### src/design/mips_isa_pkg.sv
package mips_isa_pkg;

    typedef logic [31:0] word_t;
    typedef logic [4:0]  reg_addr_t;
    typedef logic [5:0]  opcode_t;
    typedef logic [5:0]  funct_t;
    typedef logic [15:0] imm_t;

    // Opcodes
    localparam opcode_t OPCODE_RTYPE = 6'b000000;
    localparam opcode_t OPCODE_ADDI  = 6'b001000;
    localparam opcode_t OPCODE_LW    = 6'b100011;
    localparam opcode_t OPCODE_SW    = 6'b101011;
    localparam opcode_t OPCODE_HALT  = 6'b111111;

    // R-type funct codes
    localparam funct_t FUNCT_ADD = 6'b100000;
    localparam funct_t FUNCT_SUB = 6'b100010;
    localparam funct_t FUNCT_AND = 6'b100100;
    localparam funct_t FUNCT_OR  = 6'b100101;
    localparam funct_t FUNCT_SLT = 6'b101010;

    // Register field positions
    localparam int RS_LSB = 21;
    localparam int RT_LSB = 16;
    localparam int RD_LSB = 11;

endpackage

### src/design/mips_core_pkg.sv
package mips_core_pkg;

    typedef logic [7:0] imem_addr_t;
    localparam int IMEM_DEPTH = 256;

    // Word index taken from byte address bits 9:2
    typedef logic [7:0] dmem_addr_t;
    localparam int DMEM_DEPTH = 256;

    typedef logic [2:0] alu_op_t;
    localparam alu_op_t ALU_ADD = 3'd0;
    localparam alu_op_t ALU_SUB = 3'd1;
    localparam alu_op_t ALU_AND = 3'd2;
    localparam alu_op_t ALU_OR  = 3'd3;
    localparam alu_op_t ALU_SLT = 3'd4;

    typedef logic [1:0] fwd_sel_t;
    localparam fwd_sel_t FWD_NONE  = 2'd0;
    localparam fwd_sel_t FWD_EXMEM = 2'd1;
    localparam fwd_sel_t FWD_MEMWB = 2'd2;

endpackage

### src/design/mips_stage_if.sv
`timescale 1ns/1ps

interface id_ex_bus
    import mips_isa_pkg::*;
    import mips_core_pkg::*;
();
    word_t     rs_data;
    word_t     rt_data;
    word_t     imm_ext;
    reg_addr_t rs;
    reg_addr_t rt;
    reg_addr_t dst_reg;
    alu_op_t   alu_op;
    logic      alu_src;
    logic      mem_read;
    logic      mem_write;
    logic      reg_write;
    logic      halt;

    modport src (output rs_data, rt_data, imm_ext, rs, rt, dst_reg, alu_op,
                 output alu_src, mem_read, mem_write, reg_write, halt);
    modport dst (input rs_data, rt_data, imm_ext, rs, rt, dst_reg, alu_op,
                 input alu_src, mem_read, mem_write, reg_write, halt);
endinterface

interface ex_mem_bus
    import mips_isa_pkg::*;
();
    word_t     alu_result;
    word_t     store_data;
    reg_addr_t dst_reg;
    logic      mem_read;
    logic      mem_write;
    logic      reg_write;
    logic      halt;

    modport src (output alu_result, store_data, dst_reg, mem_read, mem_write, reg_write, halt);
    modport dst (input alu_result, store_data, dst_reg, mem_read, mem_write, reg_write, halt);
endinterface

interface wb_bus
    import mips_isa_pkg::*;
();
    logic      reg_write;
    reg_addr_t dst_reg;
    word_t     data;
    logic      halt;

    modport src (output reg_write, dst_reg, data, halt);
    modport dst (input reg_write, dst_reg, data, halt);
endinterface

### src/design/stage_execute.sv
`timescale 1ns/1ps

module stage_execute
    import mips_isa_pkg::*;
    import mips_core_pkg::*;
(
    input  logic    i_clk,
    input  logic    i_rst,
    input  logic    i_step,
    id_ex_bus.dst   id_ex,
    wb_bus.dst      wb,
    ex_mem_bus.src  ex_mem
);

    fwd_sel_t sel_a;
    fwd_sel_t sel_b;
    word_t    op_a;
    word_t    fwd_b;
    word_t    op_b;
    word_t    alu_result;

    // Newer stage first, register 0 never forwarded
    function automatic fwd_sel_t pick_source(input reg_addr_t src,
                                             input logic mem_wr, input reg_addr_t mem_dst,
                                             input logic wb_wr, input reg_addr_t wb_dst);
        if (src == '0) begin
            return FWD_NONE;
        end
        if (mem_wr && mem_dst == src) begin
            return FWD_EXMEM;
        end
        if (wb_wr && wb_dst == src) begin
            return FWD_MEMWB;
        end
        return FWD_NONE;
    endfunction

    function automatic word_t pick_value(input fwd_sel_t sel, input word_t id_val,
                                         input word_t mem_val, input word_t wb_val);
        case (sel)
            FWD_EXMEM: return mem_val;
            FWD_MEMWB: return wb_val;
            default:   return id_val;
        endcase
    endfunction

    assign sel_a = pick_source(id_ex.rs, ex_mem.reg_write, ex_mem.dst_reg,
                               wb.reg_write, wb.dst_reg);
    assign sel_b = pick_source(id_ex.rt, ex_mem.reg_write, ex_mem.dst_reg,
                               wb.reg_write, wb.dst_reg);

    assign op_a  = pick_value(sel_a, id_ex.rs_data, ex_mem.alu_result, wb.data);
    assign fwd_b = pick_value(sel_b, id_ex.rt_data, ex_mem.alu_result, wb.data);
    assign op_b  = id_ex.alu_src ? id_ex.imm_ext : fwd_b;

    always_comb begin
        case (id_ex.alu_op)
            ALU_SUB: alu_result = op_a - op_b;
            ALU_AND: alu_result = op_a & op_b;
            ALU_OR:  alu_result = op_a | op_b;
            ALU_SLT: alu_result = {31'd0, $signed(op_a) < $signed(op_b)};
            default: alu_result = op_a + op_b;
        endcase
    end

    always_ff @(posedge i_clk) begin
        if (i_rst) begin
            ex_mem.alu_result <= '0;
            ex_mem.store_data <= '0;
            ex_mem.dst_reg    <= '0;
            ex_mem.mem_read   <= 1'b0;
            ex_mem.mem_write  <= 1'b0;
            ex_mem.reg_write  <= 1'b0;
            ex_mem.halt       <= 1'b0;
        end else if (i_step) begin
            ex_mem.alu_result <= alu_result;
            ex_mem.store_data <= fwd_b;
            ex_mem.dst_reg    <= id_ex.dst_reg;
            ex_mem.mem_read   <= id_ex.mem_read;
            ex_mem.mem_write  <= id_ex.mem_write;
            ex_mem.reg_write  <= id_ex.reg_write;
            ex_mem.halt       <= id_ex.halt;
        end
    end

endmodule

### src/flat_wrapper.sv
// flat-port wrapper written by rule: the top's interface ports become plain ports
module stage_execute_flat import mips_isa_pkg::*; import mips_core_pkg::*;
  (i_clk, i_rst, i_step, id_ex_rs_data, id_ex_rt_data, id_ex_imm_ext, id_ex_rs, id_ex_rt, id_ex_dst_reg, id_ex_alu_op, id_ex_alu_src, id_ex_mem_read, id_ex_mem_write, id_ex_reg_write, id_ex_halt, wb_reg_write, wb_dst_reg, wb_data, wb_halt, ex_mem_alu_result, ex_mem_store_data, ex_mem_dst_reg, ex_mem_mem_read, ex_mem_mem_write, ex_mem_reg_write, ex_mem_halt);
  id_ex_bus id_ex_i ();
  wb_bus wb_i ();
  ex_mem_bus ex_mem_i ();
  input  logic i_clk;
  input  logic i_rst;
  input  logic i_step;
  input wire logic [$bits(id_ex_i.rs_data)-1:0] id_ex_rs_data;
  input wire logic [$bits(id_ex_i.rt_data)-1:0] id_ex_rt_data;
  input wire logic [$bits(id_ex_i.imm_ext)-1:0] id_ex_imm_ext;
  input wire logic [$bits(id_ex_i.rs)-1:0] id_ex_rs;
  input wire logic [$bits(id_ex_i.rt)-1:0] id_ex_rt;
  input wire logic [$bits(id_ex_i.dst_reg)-1:0] id_ex_dst_reg;
  input wire logic [$bits(id_ex_i.alu_op)-1:0] id_ex_alu_op;
  input wire logic [$bits(id_ex_i.alu_src)-1:0] id_ex_alu_src;
  input wire logic [$bits(id_ex_i.mem_read)-1:0] id_ex_mem_read;
  input wire logic [$bits(id_ex_i.mem_write)-1:0] id_ex_mem_write;
  input wire logic [$bits(id_ex_i.reg_write)-1:0] id_ex_reg_write;
  input wire logic [$bits(id_ex_i.halt)-1:0] id_ex_halt;
  input wire logic [$bits(wb_i.reg_write)-1:0] wb_reg_write;
  input wire logic [$bits(wb_i.dst_reg)-1:0] wb_dst_reg;
  input wire logic [$bits(wb_i.data)-1:0] wb_data;
  input wire logic [$bits(wb_i.halt)-1:0] wb_halt;
  output wire logic [$bits(ex_mem_i.alu_result)-1:0] ex_mem_alu_result;
  output wire logic [$bits(ex_mem_i.store_data)-1:0] ex_mem_store_data;
  output wire logic [$bits(ex_mem_i.dst_reg)-1:0] ex_mem_dst_reg;
  output wire logic [$bits(ex_mem_i.mem_read)-1:0] ex_mem_mem_read;
  output wire logic [$bits(ex_mem_i.mem_write)-1:0] ex_mem_mem_write;
  output wire logic [$bits(ex_mem_i.reg_write)-1:0] ex_mem_reg_write;
  output wire logic [$bits(ex_mem_i.halt)-1:0] ex_mem_halt;
  assign id_ex_i.rs_data = id_ex_rs_data;
  assign id_ex_i.rt_data = id_ex_rt_data;
  assign id_ex_i.imm_ext = id_ex_imm_ext;
  assign id_ex_i.rs = id_ex_rs;
  assign id_ex_i.rt = id_ex_rt;
  assign id_ex_i.dst_reg = id_ex_dst_reg;
  assign id_ex_i.alu_op = id_ex_alu_op;
  assign id_ex_i.alu_src = id_ex_alu_src;
  assign id_ex_i.mem_read = id_ex_mem_read;
  assign id_ex_i.mem_write = id_ex_mem_write;
  assign id_ex_i.reg_write = id_ex_reg_write;
  assign id_ex_i.halt = id_ex_halt;
  assign wb_i.reg_write = wb_reg_write;
  assign wb_i.dst_reg = wb_dst_reg;
  assign wb_i.data = wb_data;
  assign wb_i.halt = wb_halt;
  assign ex_mem_alu_result = ex_mem_i.alu_result;
  assign ex_mem_store_data = ex_mem_i.store_data;
  assign ex_mem_dst_reg = ex_mem_i.dst_reg;
  assign ex_mem_mem_read = ex_mem_i.mem_read;
  assign ex_mem_mem_write = ex_mem_i.mem_write;
  assign ex_mem_reg_write = ex_mem_i.reg_write;
  assign ex_mem_halt = ex_mem_i.halt;
  stage_execute u_core (.i_clk(i_clk), .i_rst(i_rst), .i_step(i_step), .id_ex(id_ex_i), .wb(wb_i), .ex_mem(ex_mem_i));
endmodule
### config.mk
export PLATFORM = sky130hd
export DESIGN_NAME = stage_execute_flat
export DESIGN_NICKNAME = d
export VERILOG_FILES = /design/src/design/mips_isa_pkg.sv /design/src/design/mips_core_pkg.sv /design/src/design/mips_stage_if.sv /design/src/design/stage_execute.sv /design/src/flat_wrapper.sv
export SDC_FILE = /design/constraint.sdc
export NUM_CORES = 1
export LEC_CHECK = 0
export BUFFER_PORTS_ARGS = -buffer_cell sky130_fd_sc_hd__buf_2
export CAP_MARGIN = 15
export CORE_ASPECT_RATIO = 0.5
export CORE_MARGIN = 1.5
export CORE_UTILIZATION = 35
export CTS_CLUSTER_DIAMETER = 50
export DETAILED_ROUTE_END_ITERATION = 10
export GPL_TIMING_DRIVEN = 0
export SLEW_MARGIN = 20
export SYNTH_ARGS = -nofsm -noshare
export SYNTH_HDL_FRONTEND = slang
export SYNTH_SLANG_ARGS = --single-unit
export TNS_END_PERCENT = 100
### constraint.sdc
create_clock -name i_clk -period 8.15 [get_ports i_clk]
set_clock_uncertainty 0.1 [all_clocks]
set_input_delay 0.4075 -clock i_clk [delete_from_list [all_inputs] [get_ports i_clk]]
set_output_delay 0.4075 -clock i_clk [all_outputs]
set_load 0.05 [all_outputs]
After elaboration in Yosys (flattened, before gate mapping)

Cells that the tools add are included.
W data, S select, Z words.

Register bits: 73
Input bits: 161
Output and inout bits: 73
Logic and storage cells: 58

Add/sub/neg operators: 2
$lt $le $gt $ge: 1
Equal/unequal tests: 12
Multiplexer cells: 28
Bitwise logic cells: 2
Reduce and logical (&&, ||, !) cells: 6

Operators with widths:

| cell                 | count |
|---|---|
| $pmux W32 S2         | 2 |
| $pmux W32 S4         | 1 |
| $add A32 B32 Y32     | 1 |
| $and A32 B32 Y32     | 1 |
| $lt A32 B32 Y1       | 1 |
| $mux W32             | 1 |
| $or A32 B32 Y32      | 1 |
| $sub A32 B32 Y32     | 1 |
| $mux W2              | 12 |
| $eq A5 B5 Y1         | 4 |
| $mux W1              | 12 |
| $logic_not A5 Y1     | 2 |
| $eq A3 B2 Y1 const B | 2 |
| $eq A2 B1 Y1 const B | 2 |
| $eq A2 B2 Y1 const B | 2 |
| $logic_and A1 B1 Y1  | 4 |
| $eq A3 B1 Y1 const B | 1 |
| $eq A3 B3 Y1 const B | 1 |

Longest topological paths before layout

Depth in word-level cells: 14
Gate-level depth with buffers: 22
Depth with buffers taken out: 22

Least setup slack after synthesis

Ideal clock, no wire load.

Path kind: reg2reg
From: register u_core.ex_mem.dst_reg[2]
To: register u_core.ex_mem.alu_result[22]
Setup time: 0.132 ns
Data arrival time: 5.147 ns
Data required time: 7.918 ns
Setup slack: 2.771 ns
Stages on the path, launching flop included: 21
Path buffers: 2
Clock period less this slack: 5.379 ns
Cell sequence: dfxtp_1 -> xor2_1 -> nor4_1 -> and3_1 -> or3_1 -> ha_1 -> clkbuf_1 -> clkbuf_1 -> a21oi_1 -> o21ai_0 -> ha_1 -> inv_1 -> fa_1 -> o21bai_1 -> a21oi_1 -> o311ai_0 -> a21oi_1 -> o31a_1 -> a221o_1 -> a221oi_1 -> nor3_1

Longest elaborated chain between the ends: 12
Elaborated cells between the ends (all ways): 30
Classes of those cells: add/sub: 2; eq/ne: 6; mux: 18; bitwise: 2; reduce/logical: 2

Ends and longest elaborated chain:

| what                                         | line                | source |
|---|---|---|
| from (decl)                                  | mips_stage_if.sv:37 | `modport src (output alu_result, store_data, dst_reg, mem_read, mem_write, reg_write, halt);` |
| $eq A5 B5 Y1                                 | stage_execute.sv:29 | `if (mem_wr && mem_dst == src) begin` |
| $logic_and A1 B1 Y1                          | stage_execute.sv:29 |  |
| $mux W2                                      | stage_execute.sv:29 |  |
| $mux W2                                      | stage_execute.sv:32 | `if (wb_wr && wb_dst == src) begin` |
| $mux W2                                      | stage_execute.sv:35 | `return FWD_NONE;` |
| $mux W2                                      | stage_execute.sv:32 |  |
| $mux W2                                      | stage_execute.sv:29 |  |
| $eq A2 B2 Y1 or $eq A2 B1 Y1 (tied branches) | stage_execute.sv:40 | `case (sel)` |
| $pmux W32 S2                                 | stage_execute.sv:40 |  |
| $mux W32                                     | stage_execute.sv:54 | `assign op_b = id_ex.alu_src ? id_ex.imm_ext : fwd_b;` |
| $add A32 B32 Y32 (tied with other cells)     | stage_execute.sv:62 | `default: alu_result = op_a + op_b;` |
| $pmux W32 S4 *                               | stage_execute.sv:57 | `case (id_ex.alu_op)` |
| to (decl)                                    | mips_stage_if.sv:37 |  |

Mark *: on every way between the ends. The rest lies on a longest branch, timed or not. The select of a mux whose other input is x is not followed.
A chain may end at the register's enable or synchronous reset.

Worst setup path after layout

From: register u_core.ex_mem.dst_reg[2]
To: register u_core.ex_mem.alu_result[14]

Same word-level chain as after synthesis.

==> results.toml <==
[run_status]
status = "finished, final reports clean"

[layout]
nets = 1862
drive_gt1_share_pct = 17.4
n_fill_cell = 2833
design_area_mm2 = 0.0114
area_growth_pct = 19.9
fin_cells = 1954

[placed_design]
dp.cells = 1937
port-buffer-count = 230
gp_congestion = 1.09
dp_hpwl_um = 39000
placed_area_mm2 = 0.0111

[floorplan]
rows = 42
chipHeight_um = 120
fp.dieArea_mm2 = 0.0283
core_area_mm2 = 0.0266
start_util_pct = 35.8
die_x_um = 236
pin_count = 234

[timing]
slew_viol_final = 0
fin_setup_tns_ns = 0
setup_viol = 0
period_minus_slack_ns = 7.09
fmax_ghz = 0.141
hold_violations = 0
worst_pin_slew_ns = 1.33
fin_crit_sh_pct = 86.9
rsz0062_at_grt = "false"
relSlewSlack_pct = 10.2

[clock_network]
cts_setup_buffers = 0
cts-root-buf = "clkbuf_16"
cts.sinks = 73
clkSlewWorstSetupHoldPaths_ns = 0.08
cts_inserted_buffers = 9
clockBufferDepth = 2
cts_resized = 0
clkLatencyLatePin_ns = 0.38
h-tree-depth = 3
cts_tree = "yes"
cts_hold_buffers = 0

[synth]
seq_area_frac_synth_pct = 15.3
ys.warnings.count = 0
synth_area_leaders = "dfxtp_1 (15%), ha_1 (14%), nor2_1 (6.3%)"
syn-num-nets = 1621
ys_seq_elements = 73
synthesis.area_mm2 = 0.00953
ys_types = 79
avgSynthCellArea_um2 = 7.03
synth_most_common_cell = "nor2_1"
synth_common_cells = "nor2_1 (160), inv_1 (135), a21oi_1 (114), nand2_1 (108), ha_1 (103)"
synth_edf_count = 0
synth_cells = 1355
synth-async-reset-ratio_pct = 0
synthFlopType = "dfxtp_1"
yosysTopAreaCell = "dfxtp_1"
synth.top_cell.area_share_pct = 15.3

[global_route]
grt_pass1_vias = 10587
grt_max_degree = 15
grt_usage_pct = 33.0
grt_overflow = 0
grt_antenna_before_repair = 2
grt_pass1_wl_um = 68600

[routing]
wire_per_inst_um = 24.6
drt-initial-drc-count = 1568
wirelength_um = 48000
vias = 11551
ant_nets = 0
avgViaCountPerCell = 5.91
drt_first_pass_iters = 6
drc = 0

[worst_setup_path]
worst-endpoint-required_ns = 8.29
crit_type = "reg -> reg"
endpoint_kind = "register"
crit_arrival_ns = 7.23
path_max_fanout = 10
start_kind = "register"

[power_and_ir_drop]
finalPower_mw = 1.73
p_per_area_mw_per_mm2 = 151
peakVddDrop_mv = 0.102
p_leak_nw = 5.35

[job]
maxCapViolCount = 0

[min_path]
hold_class = "in -> reg"
-- worst paths after layout --
kind | startpoint | to | cells after the start | slack (ns)
setup / recovery | u_core.ex_mem.dst_reg[2] | u_core.ex_mem.alu_result[14] | 21 | 1.06
hold / removal | id_ex_dst_reg[3] | u_core.ex_mem.dst_reg[3] | 3 | 0.18
setup reg to reg | u_core.ex_mem.dst_reg[2] | u_core.ex_mem.alu_result[14] | 21 | 1.06
hold reg to reg | u_core.ex_mem.halt | u_core.ex_mem.halt | 2 | 0.39
-- worst max-delay path: stages, from the launching register on --
cell	delay, ns
dfxtp_1	0.41
xor2_1	0.16
nor4_1	0.07
and3_1	0.17
or3_1	0.43
ha_1	0.30
clkbuf_1	0.32
clkbuf_1	0.45
a21oi_1	0.17
o21ai_0	0.72
ha_1	0.33
inv_1	0.07
fa_1	0.47
o21bai_1	0.14
a21oi_1	0.16
o311ai_0	0.74
a21oi_1	0.31
o21ai_0	0.31
nor2_1	0.08
a211o_1	0.28
a221oi_1	0.64
nor3_1	0.10
-- cells in the final DEF (no fill, tap or decap), types with 5 or more instances in the layout --
cell / n
a2111oi_0: 8
a211oi_1: 21
a21o_1: 17
a21oi_1: 114
a221o_1: 9
a221oi_1: 8
a22oi_1: 68
a311oi_1: 6
a31oi_1: 6
and2_1: 5
buf_2: 234
buf_6: 6
clkbuf_1: 69
clkbuf_16: 9
dfxtp_1: 73
ha_1: 103
inv_1: 135
mux2i_1: 45
nand2_1: 108
nand2b_1: 17
nand3_1: 12
nand4_1: 6
nor2_1: 160
nor2b_1: 11
nor3_1: 26
nor4_1: 13
o211ai_1: 18
o21a_1: 45
o21ai_0: 83
o21bai_1: 16
o221ai_1: 11
o22ai_1: 6
o31ai_1: 10
xnor2_1: 15
xor2_1: 17
-- through the flow --
step,util (%),hold slack (ns),setup slack (ns)
2_1_floorplan,-,0.455,2.77
3_3_place_gp,41.8,0.371,1.29
3_5_place_dp,41.8,0.378,1.27
4_1_cts,43.0,0.173,1.36
5_1_grt,43.0,0.191,0.605
6_report,43.0,0.181,1.06
-- layout make-up --
| cell class | instances | area, um^2 | area share [%] |
|---|---|---|---|
| Clock inverter | 7 | 77.6 | 0.679 |
| Inverter | 135 | 507 | 4.44 |
| Multi-Input combinational cell | 1057 | 7130 | 62.4 |
| Sequential cell | 73 | 1460 | 12.8 |
| Timing Repair Buffer | 230 | 1150 | 10.1 |
| Tap cell | 352 | 440 | 3.86 |
| Buffer | 90 | 429 | 3.76 |
| Antenna cell | 1 | 2.50 | 0.0219 |
| Clock buffer | 9 | 225 | 1.97 |
-- power by group --
| group | internal [mW] | switching, mW | leakage (nW) | total (mW) |
|---|---|---|---|---|
| clock network | 0.240 | 0.201 | 0.146 | 0.441 |
| logic | 0.275 | 0.583 | 4.60 | 0.858 |
| registers | 0.387 | 0.0415 | 0.604 | 0.428 |
| total | 0.902 | 0.825 | 5.35 | 1.73 |
-- kinds of logic after synthesis --
group | after synthesis | share of synthesized area, %
AOI/OAI and AO/OA | 487 | 34.8
DFF | 73 | 15.3
and+or+nand+nor | 388 | 18.4
xor gates and xnor gates | 32 | 2.94
muxes | 45 | 4.73
buffers and inverters | 225 | 9.82
adders and majority gates | 105 | 13.9
-- metal layers --
metal	share of wire (%)	routed length [um]	vias to the layer above	GRT usage, %
met5	0.027	13	-	0
met4	2.6	1240	2	9.98
met3	13	6020	92	12.1
met2	40	19400	648	47.2
met1	44	21300	5481	45.7
li1	-	-	5328	-
Note: power is estimated with default switching activity, not from simulation.
